$ cat config.mk
export PLATFORM = sky130hd
export DESIGN_NAME = rom_dwnld
export DESIGN_NICKNAME = d
export VERILOG_FILES = /design/src/logic/kicker_rom_pkg.sv /design/src/logic/rom_dwnld.sv
export SDC_FILE = /design/constraint.sdc
export NUM_CORES = 1
export LEC_CHECK = 0
export BUFFER_PORTS_ARGS = -buffer_cell sky130_fd_sc_hd__buf_4
export CAP_MARGIN = 20
export CORE_MARGIN = 1.5
export CORE_UTILIZATION = 36
export CTS_CLUSTER_DIAMETER = 80
export DETAILED_ROUTE_END_ITERATION = 7
export PLACE_DENSITY = 0.85
export SLEW_MARGIN = 10
export SYNTH_ARGS = -nofsm -noshare
export SYNTH_HDL_FRONTEND = slang
export SYNTH_SLANG_ARGS = --single-unit
$ cat constraint.sdc
create_clock -name clk -period 0.8 [get_ports clk]
set_input_delay 0.12 -clock clk [delete_from_list [all_inputs] [get_ports clk]]
set_output_delay 0.12 -clock clk [all_outputs]
set_load 0.02 [all_outputs]
$ cat src/logic/kicker_rom_pkg.sv
// Shared widths, memory map and types for the ROM download and slot read path
package kicker_rom_pkg;

    // Bus widths
    localparam int LOAD_AW = 16;
    localparam int WORD_AW = 12;
    localparam int MAIN_AW = 13;
    localparam int SCR_AW  = 10;
    localparam int PROM_AW = 8;

    // Store depth follows the word address width
    localparam int STORE_WORDS = 2**WORD_AW;

    typedef logic [LOAD_AW-1:0] load_addr_t;   // Loader byte address
    typedef logic [WORD_AW-1:0] word_addr_t;   // Store word address
    typedef logic [7:0]         byte_t;
    typedef logic [15:0]        word_t;        // One store word, two byte lanes
    typedef logic [31:0]        scr_data_t;    // Scroll slot, high word first
    typedef logic [MAIN_AW-1:0] main_addr_t;   // Main slot byte address
    typedef logic [SCR_AW-1:0]  scr_addr_t;    // Scroll slot, 32-bit units
    typedef logic [PROM_AW-1:0] prom_addr_t;

    // Loader memory map in bytes
    // Main CPU code sits below SCR_START
    localparam load_addr_t SCR_START  = 16'h2000;
    localparam load_addr_t PROM_START = 16'h2800;
    localparam load_addr_t PROM_END   = 16'h2900;  // First byte past the PROMs

    // Lane masks, active low
    localparam logic [1:0] MASK_LO = 2'b10;  // Even byte
    localparam logic [1:0] MASK_HI = 2'b01;  // Odd byte

    // Store write request, 30 bits
    typedef struct packed {
        word_addr_t addr;
        word_t      data;  // Loader byte in both lanes
        logic [1:0] mask;  // Lane enables, active low
    } store_wr_t;

    // Slot reader FSM
    typedef enum logic [1:0] {
        IDLE,
        MAIN_RD,
        SCR_LO,
        SCR_HI
    } slot_state_t;

endpackage

$ cat src/logic/rom_dwnld.sv
// Download unit: sorts loader bytes into masked store writes and colour PROM strobes
`timescale 1ns/100ps

module rom_dwnld (
    input  logic                       clk,
    input  logic                       arst_n,
    input  logic                       downloading,
    input  kicker_rom_pkg::load_addr_t ioctl_addr,
    input  kicker_rom_pkg::byte_t      ioctl_dout,
    input  logic                       ioctl_wr,
    output kicker_rom_pkg::store_wr_t  wr,
    output logic                       wr_stb,
    output logic                       prom_we,
    output kicker_rom_pkg::prom_addr_t prom_addr,
    output kicker_rom_pkg::byte_t      prom_data
);
    import kicker_rom_pkg::*;

    logic       take;
    logic       in_main;
    logic       in_scr;
    logic       in_prom;
    word_addr_t pre_addr;
    word_addr_t sw_addr;
    load_addr_t prom_off;
    store_wr_t  wr_nx;

    assign take = downloading && ioctl_wr;  // Strobes outside a download are dropped

    // Region decode
    assign in_main = ioctl_addr < SCR_START;
    assign in_scr  = (ioctl_addr >= SCR_START) && (ioctl_addr < PROM_START);
    assign in_prom = (ioctl_addr >= PROM_START) && (ioctl_addr < PROM_END);

    // Byte address halved into the 4K-word store
    // Scroll tiles wrap onto the low store words
    assign pre_addr = ioctl_addr[WORD_AW:1];

    assign prom_off = ioctl_addr - PROM_START;

    // Tile address lines are swapped on the original board
    always_comb begin
        sw_addr = pre_addr;
        if (in_scr) begin
            sw_addr[0]   = ~pre_addr[3];
            sw_addr[3:1] = pre_addr[2:0];
        end
    end

    always_comb begin
        wr_nx.addr = sw_addr;
        wr_nx.data = {ioctl_dout, ioctl_dout};
        wr_nx.mask = ioctl_addr[0] ? MASK_HI : MASK_LO;  // Odd byte to the high lane
    end

    always_ff @(posedge clk or negedge arst_n) begin
        if (!arst_n) begin
            wr_stb  <= 1'b0;
            prom_we <= 1'b0;
        end else begin
            wr_stb  <= take && (in_main || in_scr);
            prom_we <= take && in_prom;
        end
    end

    // Payload follows every accepted byte
    always_ff @(posedge clk) begin
        if (take) begin
            wr        <= wr_nx;
            prom_addr <= prom_off[PROM_AW-1:0];
            prom_data <= ioctl_dout;
        end
    end

endmodule

==> run_results.csv <==
group,metric,value,unit
run_status,run_status,"finished with violations",
run_status,failed_checks,"setup timing",
global_routing,grt.overflow.total,0,
placed_design,post-place-ws,-0.419,ns
final_layout,final_net_count,180,
cts,tritoncts,"built",
final_layout,final_cells,182,
floorplanning,io-pin-count,76,
timing,max_freq,0.899,GHz
power,power_leakage,0.903,nW
timing,post_route_setup_slack,-0.312,ns
timing,slew_headroom,85.4,%
drt,route.detailed.wl_per_inst,15.7,um
final_layout,antenna-diode-count,0,
power,p_per_area,1710,mW/mm^2
timing,max_slew.worst_pin.slew,0.216,ns
final_layout,postLayoutCellArea,0.00205,mm^2
synth,mappedNetlistNets,90,
critical_path,path_buf_inv,1,
synth,netlist-cell-type-count,14,
global_routing,grtUsageMet3,4.62,%
critical_path,crit_path_start_kind,"register",
timing,setup_repair_after_global_routing_missed_its_margin,"true",
global_routing,globalRouteTotalUtil,15.7,%
drt,routed_wl,2860,um
floorplanning,floorplan.initialDensity,39.1,%
placed_design,routabilityCongestion,0.655,
synth,mappedNetlistArea,0.00110,mm^2
synth,synth_seq_cells,28,
placed_design,portBuffers,75,
critical_path,crit_chain,"buf_4",
power,ir_drop,0.960,mV
critical_path,required,0.68,ns
floorplanning,die_area,0.00341,mm^2
flow_run,drv.max_cap_violation_count,0,
global_routing,busiest_layer,"met2",
final_layout,synthToLayoutAreaGrowth,86.0,%
drt,drtIter0Drc,13,
drt,drcViolationCount,0,
floorplanning,die_height,58.4,um
critical_path,criticalPathCategory,"reg -> out",
drt,detail_route.vias_per_cell,4.48,
timing,post-route-min-period,1.11,ns
synth,synthesis.yosys.warnings,0,
critical_path,timing.critical_path.fanout_max,3,
critical_path,crit_slowest_cell,"edfxtp_1",
cts,cts.clk_slew.worst_paths,0.15,ns
synth,postSynthCellCount,62,
final_layout,final_layout_size_suffix_gt1_share,63.6,%
critical_path,endpoint_kind,"output port",
floorplanning,chipWidth,58.4,um
cts,cts_num_sinks,28,
global_routing,globalRouteMet2Util,29.5,%
synth,post_synth.cell_area_avg,17.8,um^2
global_routing,grt_first_pass_wirelength,4010,um
timing,timing_max_transition_violations_final,0,
global_routing,groute.layer.met1.usage,17.6,%
timing,setup_viol,51,
critical_path,cp_top_family,"flip-flops",
drt,dr_total_vias,815,
hold_path,min-delay-path-class,"in -> reg",
drt,ant_nets,0,
placed_design,placed_area,0.00162,mm^2
placed_design,place.detailed.instances,154,
cts,root_buffer_selected_by_cts,"clkbuf_4",
critical_path,crit_arrival,0.99,ns
timing,final_min_period_over_clock_period,139,%
cts,inserted_clock_buffers,3,
global_routing,first_global_vias,832,
global_routing,grt_start_max_net_pins,21,
critical_path,cp_slowest_stage_delay,0.48,ns
cts,cts.htree.levels,1,
cts,clk_path_buf_depth,2,
timing,hold_slack,0.0557,ns
floorplanning,core_area,0.00283,mm^2
floorplanning,row_count,19,
timing,hold_viol_final,0,
placed_design,detailedPlacementHpwl,1820,um
synth,yosysSeqAreaShare,75.2,%
global_routing,antenna_found_initial,0,
drt,drt-pass1-iter-count,4,
==> cell usage after synthesis <==
library cell,n,area share (%)
and2_1,1,0.57
and3_2,1,0.68
and4bb_4,1,1.5
buf_4,20,14
dfrtp_1,2,4.5
edfxtp_1,26,71
inv_1,2,0.68
mux2_4,3,4.1
mux2i_1,1,0.91
nand3_1,1,0.45
nor2_2,1,0.57
nor3_1,1,0.45
nor4bb_1,1,0.91
o21ai_0,1,0.45
==> cell usage in the layout, fill, tap and decap left out <==
cell type and instances:
and2_4 1, and3_2 1, and4bb_4 1, buf_12 1
buf_4 44, buf_6 40, bufinv_16 1, clkbuf_4 3
dfrtp_1 2, dlygate4sd3_1 20, edfxtp_1 26, inv_1 2
mux2_4 3, mux2i_1 1, nand3_1 1, nor2_4 1
nor3_1 1, nor4bb_1 1, o21ai_0 1
==> cell families (layout without fill, tap and decap cells) <==
group                  Yosys count  in the layout  share of synthesized area, %
AO/OA/AOI/OAI                    1              1                         0.453
buffers and inverters           22            111                          14.3
flip-flops                      28             28                          75.2
multiplexers                     4              4                          4.98
AND/OR/NAND/NOR                  7              7                          5.10
==> report_power, final <==
part / switching [W] / leakage [nW] / internal [W]
Clock: 0.000416 / 0.0279 / 0.000506
Sequential: 0.0000683 / 0.272 / 0.00171
Combinational: 0.000358 / 0.603 / 0.000467
Total: 0.000843 / 0.903 / 0.00268
==> layout make-up <==
type / instances / area, um^2
fillers: 188 / 774
well taps: 31 / 38.8
clock inverters: 1 / 30.0
multi-input cells: 12 / 124
repair buffers: 105 / 1000
flip-flops and latches: 28 / 831
inverters: 2 / 7.51
clock buffers: 3 / 22.5
==> per-stage QoR <==
| step | power, W | util (%) | setup TNS, ns |
|---|---|---|---|
| final | 0.00352 | 72.6 | -12.30 |
| after detailed placement | 0.00243 | 57.3 | -2.04 |
| after CTS | 0.00350 | 71.3 | -12.10 |
| after floorplan | 0.00216 | - | -0.762 |
| after global routing | 0.00365 | 72.6 | -14.67 |
| after global placement | 0.00242 | 57.3 | -1.47 |
==> per-layer routing <==
metal  share of wire (%)  up-vias
met5                   0        -
met4                   0        0
met3                  11        0
met2                  52       56
met1                  37      378
li1                    -      381
==> registers in the layout (all words and copies together) (netlist names) <==
signal     cells
wr            22
prom_addr      4
prom_we        1
wr_stb         1
==> final timing paths <==
path | start | endpoint | slack [ns] | cells past startpoint
worst max-delay path | wr[11] | wr[3] | -0.31 | 1
worst min-delay path | ioctl_addr[10] | prom_we | 0.06 | 4
max in group asynchronous | arst_n | prom_we | 0.62 | 2
min in group asynchronous | arst_n | wr_stb | 0.09 | 2
==> timing repair <==
item	in CTS	in global routing
endpoints found under the hold margin	22	0
buffers inserted	4	0
hold buffers	20	0
setup endpoints to repair	51	51
pin swaps	2	2
gates resized for setup	30	10
No activity file was read; power rests on OpenSTA's default activity.
