$ cat config.mk
export PLATFORM = sky130hd
export DESIGN_NAME = rom_slots
export DESIGN_NICKNAME = d
export VERILOG_FILES = /design/src/logic/kicker_rom_pkg.sv /design/src/logic/rom_slots.sv
export SDC_FILE = /design/constraint.sdc
export NUM_CORES = 1
export LEC_CHECK = 0
export ABC_AREA = 1
export BUFFER_PORTS_ARGS = -buffer_cell sky130_fd_sc_hd__buf_2
export CAP_MARGIN = 20
export CORE_ASPECT_RATIO = 0.5
export CORE_MARGIN = 5
export CORE_UTILIZATION = 30
export DETAILED_ROUTE_END_ITERATION = 12
export SLEW_MARGIN = 5
export SYNTH_ARGS = -nofsm -noshare
export SYNTH_HDL_FRONTEND = slang
export SYNTH_SLANG_ARGS = --single-unit
export TNS_END_PERCENT = 50
$ cat constraint.sdc
create_clock -name clk -period 2.35 [get_ports clk]
set_input_delay 0.705 -clock clk [delete_from_list [all_inputs] [get_ports clk]]
set_output_delay 0.705 -clock clk [all_outputs]
set_load 0.02 [all_outputs]
$ cat src/logic/kicker_rom_pkg.sv
// Shared widths, memory map and types for the ROM download and slot read path
package kicker_rom_pkg;

    // Bus widths
    localparam int LOAD_AW = 16;
    localparam int WORD_AW = 12;
    localparam int MAIN_AW = 13;
    localparam int SCR_AW  = 10;
    localparam int PROM_AW = 8;

    // Store depth follows the word address width
    localparam int STORE_WORDS = 2**WORD_AW;

    typedef logic [LOAD_AW-1:0] load_addr_t;   // Loader byte address
    typedef logic [WORD_AW-1:0] word_addr_t;   // Store word address
    typedef logic [7:0]         byte_t;
    typedef logic [15:0]        word_t;        // One store word, two byte lanes
    typedef logic [31:0]        scr_data_t;    // Scroll slot, high word first
    typedef logic [MAIN_AW-1:0] main_addr_t;   // Main slot byte address
    typedef logic [SCR_AW-1:0]  scr_addr_t;    // Scroll slot, 32-bit units
    typedef logic [PROM_AW-1:0] prom_addr_t;

    // Loader memory map in bytes
    // Main CPU code sits below SCR_START
    localparam load_addr_t SCR_START  = 16'h2000;
    localparam load_addr_t PROM_START = 16'h2800;
    localparam load_addr_t PROM_END   = 16'h2900;  // First byte past the PROMs

    // Lane masks, active low
    localparam logic [1:0] MASK_LO = 2'b10;  // Even byte
    localparam logic [1:0] MASK_HI = 2'b01;  // Odd byte

    // Store write request, 30 bits
    typedef struct packed {
        word_addr_t addr;
        word_t      data;  // Loader byte in both lanes
        logic [1:0] mask;  // Lane enables, active low
    } store_wr_t;

    // Slot reader FSM
    typedef enum logic [1:0] {
        IDLE,
        MAIN_RD,
        SCR_LO,
        SCR_HI
    } slot_state_t;

endpackage

$ cat src/logic/rom_slots.sv
// Slot reader: serves the main and scroll read clients from the ROM store after download
`timescale 1ns/100ps

module rom_slots (
    input  logic                       clk,
    input  logic                       arst_n,
    input  logic                       downloading,
    input  logic                       main_cs,
    input  kicker_rom_pkg::main_addr_t main_addr,
    output kicker_rom_pkg::byte_t      main_data,
    output logic                       main_ok,
    input  logic                       scr_cs,
    input  kicker_rom_pkg::scr_addr_t  scr_addr,
    output kicker_rom_pkg::scr_data_t  scr_data,
    output logic                       scr_ok,
    output kicker_rom_pkg::word_addr_t rd_addr,
    input  kicker_rom_pkg::word_t      rd_data
);
    import kicker_rom_pkg::*;

    slot_state_t state;

    main_addr_t main_cur;   // Address being read
    main_addr_t main_last;  // Last address served
    logic       main_vld;
    logic       main_pend;

    scr_addr_t  scr_cur;
    scr_addr_t  scr_last;
    logic       scr_vld;
    logic       scr_pend;

    // Word address of one half of a scroll entry
    function automatic word_addr_t scr_word(input scr_addr_t addr, input logic half);
        word_addr_t base;
        base     = SCR_START[WORD_AW:1];
        scr_word = base + word_addr_t'({addr, half});
    endfunction

    assign main_pend = main_cs && (!main_vld || main_addr != main_last);
    assign scr_pend  = scr_cs && (!scr_vld || scr_addr != scr_last);

    // Level ok flags, held while the client keeps cs and address
    assign main_ok = !downloading && main_cs && main_vld && (main_addr == main_last);
    assign scr_ok  = !downloading && scr_cs && scr_vld && (scr_addr == scr_last);

    // Store address, scroll first
    always_comb begin
        if (state == SCR_LO) begin
            rd_addr = scr_word(scr_cur, 1'b1);  // High half follows the low one
        end else if (scr_pend) begin
            rd_addr = scr_word(scr_addr, 1'b0);
        end else begin
            rd_addr = main_addr[MAIN_AW-1:1];
        end
    end

    always_ff @(posedge clk or negedge arst_n) begin
        if (!arst_n) begin
            state     <= IDLE;
            main_vld  <= 1'b0;
            main_last <= '0;
            scr_vld   <= 1'b0;
            scr_last  <= '0;
        end else if (downloading) begin
            state    <= IDLE;  // Store contents are changing
            main_vld <= 1'b0;
            scr_vld  <= 1'b0;
        end else begin
            case (state)
                IDLE: begin
                    if (scr_pend) begin
                        state <= SCR_LO;
                    end else if (main_pend) begin
                        state <= MAIN_RD;
                    end
                end
                MAIN_RD: begin
                    main_last <= main_cur;
                    main_vld  <= 1'b1;
                    state     <= IDLE;
                end
                SCR_LO: begin
                    state <= SCR_HI;
                end
                SCR_HI: begin
                    scr_last <= scr_cur;
                    scr_vld  <= 1'b1;
                    state    <= IDLE;
                end
                default: begin
                    state <= IDLE;
                end
            endcase
        end
    end

    // Request capture and data assembly
    always_ff @(posedge clk) begin
        if (state == IDLE) begin
            if (scr_pend) begin
                scr_cur <= scr_addr;
            end else if (main_pend) begin
                main_cur <= main_addr;
            end
        end
        if (state == MAIN_RD) begin
            main_data <= main_cur[0] ? rd_data[15:8] : rd_data[7:0];  // Lane by byte parity
        end
        if (state == SCR_LO) begin
            scr_data[15:0] <= rd_data;
        end
        if (state == SCR_HI) begin
            scr_data[31:16] <= rd_data;
        end
    end

endmodule

==> metrics.log <==
[metrics] initial detailed-routing violation count: 173
[metrics] initial standard-cell utilization of the core: 30.4%
[metrics] CP startpoint kind: primary input
[metrics] sequential cell area fraction in the yosys report: 67.1%
[metrics] Detail Placement HPWL: 6760 µm
[metrics] worst-path fanout max: 6
[metrics] number of diodes added for antenna fixing: 0
[metrics] synth cell count leaders: sky130_fd_sc_hd__nand2_1, sky130_fd_sc_hd__edfxtp_1, sky130_fd_sc_hd__inv_1, sky130_fd_sc_hd__nor2_1, sky130_fd_sc_hd__dfrtp_1
[metrics] setup repair after global routing missed its margin: true
[metrics] placeable core region: 0.0126 mm²
[metrics] largest net degree at the start of global routing: 28
[metrics] part of the cycle the worst path needs: 111%
[metrics] Layout Cells excl Fill: 705
[metrics] count of endpoints failing setup in the final report: 14
[metrics] XOR/XNOR share of the synthesized area: 0.916%
[metrics] result of the run: complete, but fails checks
[metrics] total number of vias: 3185
[metrics] number of DRC violations after detailed routing: 0
[metrics] fraction of synthesized cell area taken by the top area cell type: 49.4%
[metrics] total area of multi-input combinational cells: 0.00133 mm²
[metrics] type of the worst min-delay path: in2async
[metrics] share of synthesized flip-flops with an asynchronous set or reset: 30.0%
[metrics] dominant cell by count in the synthesized netlist: sky130_fd_sc_hd__nand2_1
[metrics] Final Critical Period: 2.61 ns
[metrics] antenna violations before repair: 0
[metrics] number of CTS-inserted buffers: 9
[metrics] first-pass GRT wire length: 15400 µm
[metrics] number of search-and-repair iterations in the first detailed-routing pass: 4
[metrics] mux contribution to synthesized area: 2.06%
[metrics] standard-cell rows: 29
[metrics] number of vias per cell: 4.52
[metrics] type of destination of the critical path: primary output
[metrics] Total Die Area: 0.0152 mm²
[metrics] y dimension of the die: 89.9 µm
[metrics] H-tree levels: 3
[metrics] number of ports placed on the die boundary: 98
[metrics] placed standard-cell area: 0.00479 mm²
[metrics] Yosys top cell by area: sky130_fd_sc_hd__edfxtp_1
[metrics] routed length per placed instance: 15.0 µm
[metrics] number of buffer cells added on primary ports: 97
[metrics] largest clock skew in the final design: 0.0118 ns
[metrics] complex-gate fraction of the synthesized area: 3.04%
[metrics] Fmax achieved: 0.383 GHz
[metrics] main combinational cell family by area after synthesis: simple AND/OR/NAND/NOR gates
[metrics] most area-consuming cells after synthesis: sky130_fd_sc_hd__edfxtp_1, sky130_fd_sc_hd__dfrtp_1, sky130_fd_sc_hd__nand2_1, sky130_fd_sc_hd__inv_1, sky130_fd_sc_hd__nor2_1
[metrics] worst setup path class: in2out
[metrics] post-CTS clock slew at the launch and capture registers of the worst setup and hold paths: 0.07 ns
[metrics] number of hold-slack violations in the final timing report: 0
[metrics] power density normalized to cell area: 821 mW/mm²
[metrics] max_slew headroom: 53.7%
[metrics] number of synthesized register bits: 90
[metrics] number of enable-type register cells in the synthesized netlist: 63
[metrics] number of routed nets with antenna violations: 0
[metrics] Max-cap violations: 0
[metrics] Cells after Synth: 374
[metrics] cells on worst reg2reg path: 12
[metrics] die outline width: 170 µm
[metrics] area of all placed cells without fillers: 0.00571 mm²
[metrics] area of the mapped netlist: 0.00383 mm²
[metrics] simple-gate portion of the synthesized area: 20.9%
[metrics] peak supply drop: 0.000392 V
[metrics] slew at the pin with the worst max-slew slack: 0.695 ns
[metrics] TritonCTS sink count: 90
[metrics] share of final-layout standard cells stronger than drive strength 1: 47.9%
[metrics] number of nets at the end of the flow: 574
[metrics] total of fill cells in the finished design: 1129
[metrics] Static Leak: 2.67 nW
[metrics] violated checks: setup timing
[metrics] syn avg cell area: 10.2 µm²
[metrics] routed wire length: 10600 µm
[metrics] adder-cell share of the synthesized area: 0%
[metrics] area growth from synthesis to final layout: 49.2%
[metrics] Worst EP required: 1.64 ns
[metrics] Net Count, Synth: 418
[metrics] buffer type at the clock tree root: sky130_fd_sc_hd__clkbuf_16
[metrics] CTS tree: built
[metrics] most used flip-flop cell after synthesis: sky130_fd_sc_hd__edfxtp_1
[metrics] Slew Limit Fails: 0
[metrics] total gr overflow: 0
[metrics] Placed Instances: 671
[metrics] Worst EP arrival: 1.91 ns
[metrics] sequential cell area: 0.00257 mm²
[metrics] GPL Wtd Cong: 0.831
[metrics] Setup WS post-layout: -0.263 ns
[metrics] maximum clock path buffer count: 2
[metrics] Yosys cell types: 24
[metrics] GRT Resource Usage Total: 12.8%
[metrics] number of global-route vias before repair: 2947
[metrics] warning count from the yosys run: 0
[metrics] clock insertion delay at the later pin of the skew report: 0.34 ns
-- final cells by class --
| type | count | share of cell area, % |
|---|---|---|
| Clock buffer | 9 | 3.94 |
| Clock inverter | 7 | 1.29 |
| Inverter | 46 | 3.27 |
| Multi-Input combinational cell | 229 | 23.4 |
| Sequential cell | 90 | 45.0 |
| Tap cell | 170 | 3.73 |
| Timing Repair Buffer | 154 | 19.4 |
-- report_power, final --
| group | leakage, nW | internal (mW) | switching [mW] | total, mW |
|---|---|---|---|---|
| clock network | 0.148 | 0.833 | 0.636 | 1.47 |
| logic | 1.63 | 0.518 | 0.627 | 1.15 |
| registers | 0.891 | 1.93 | 0.143 | 2.08 |
| total | 2.67 | 3.28 | 1.41 | 4.69 |
-- per-layer routing --
layer / GRT usage [%] / vias up / share of wire (%)
li1: - / 1532 / -
met1: 15.3 / 1523 / 40
met2: 22.4 / 110 / 50
met3: 3.86 / 20 / 7.3
met4: 3.62 / 0 / 2.3
met5: 0 / - / 0
-- sequential cells by signal, summed over array words and instances, names as in the netlist --
signal and count:
scr_data 32, main_cur 13, main_last 13, scr_cur 10
scr_last 10, main_data 8, state 2, main_vld 1
scr_vld 1
-- logic make-up after synthesis --
group	count (synthesis)
AND/OR/NAND/NOR	195
XOR/XNOR	4
multiplexers	7
flip-flops	90
buffers and inverters	55
AO/OA/AOI/OAI	23
-- through the flow --
stage	util, %	worst slack, ns	hold slack, ns	TNS [ns]	power [mW]
after floorplan	-	0.0121	0.409	0	2.58
after CTS	42.4	-0.247	0.421	-2.87	4.50
after global placement	38.0	-0.437	0.461	-5.34	2.91
after global routing	45.3	-0.323	0.456	-4.02	4.91
final	45.3	-0.263	0.400	-3.13	4.69
after detailed placement	38.0	-0.445	0.464	-5.67	2.93
-- placed cells by master, fill, tap and decap left out, types with 4 or more instances in the layout --
cell	count
sky130_fd_sc_hd__mux2_2	7
sky130_fd_sc_hd__inv_2	6
sky130_fd_sc_hd__buf_2	73
sky130_fd_sc_hd__nand3_1	8
sky130_fd_sc_hd__nand2_4	7
sky130_fd_sc_hd__nand3_2	16
sky130_fd_sc_hd__inv_4	4
sky130_fd_sc_hd__nand2_2	25
sky130_fd_sc_hd__nand2_1	89
sky130_fd_sc_hd__a21oi_1	18
sky130_fd_sc_hd__edfxtp_1	63
sky130_fd_sc_hd__inv_1	34
sky130_fd_sc_hd__dfrtp_1	26
sky130_fd_sc_hd__buf_6	20
sky130_fd_sc_hd__clkbuf_16	9
sky130_fd_sc_hd__buf_4	55
sky130_fd_sc_hd__nor2_1	30
sky130_fd_sc_hd__nor2_2	8
-- critical path, stage by stage --
cell and delay (ns):
sky130_fd_sc_hd__buf_4 0.14, sky130_fd_sc_hd__xnor2_4 0.19, sky130_fd_sc_hd__nand2_2 0.09, sky130_fd_sc_hd__nor2_4 0.13, sky130_fd_sc_hd__nand2_4 0.10, sky130_fd_sc_hd__nand2_8 0.10, sky130_fd_sc_hd__buf_12 0.15, sky130_fd_sc_hd__nand2_4 0.05
sky130_fd_sc_hd__nand3_2 0.06, sky130_fd_sc_hd__nand2_2 0.07, sky130_fd_sc_hd__buf_6 0.12
-- what timing repair did --
| action | CTS | global route |
|---|---|---|
| pin swaps | 16 | 35 |
| endpoints found under the setup margin | 14 | 14 |
| hold endpoints to repair | 0 | 0 |
| hold buffers | 0 | 0 |
| resized for setup | 55 | 85 |
| buffers inserted | 10 | 8 |
-- path summary, 6_finish.rpt --
kind                         startpoint  slack, ns             to
setup / recovery            scr_addr[6]      -0.26     rd_addr[9]
hold / removal                   arst_n       0.40    scr_last[3]
setup reg to reg            scr_last[9]       0.29    main_cur[4]
hold reg to reg            main_cur[12]       0.48  main_last[12]
max in group asynchronous        arst_n       1.46    scr_last[8]
min in group clk           main_cur[12]       0.48  main_last[12]
(Power assumes the default switching activity.)
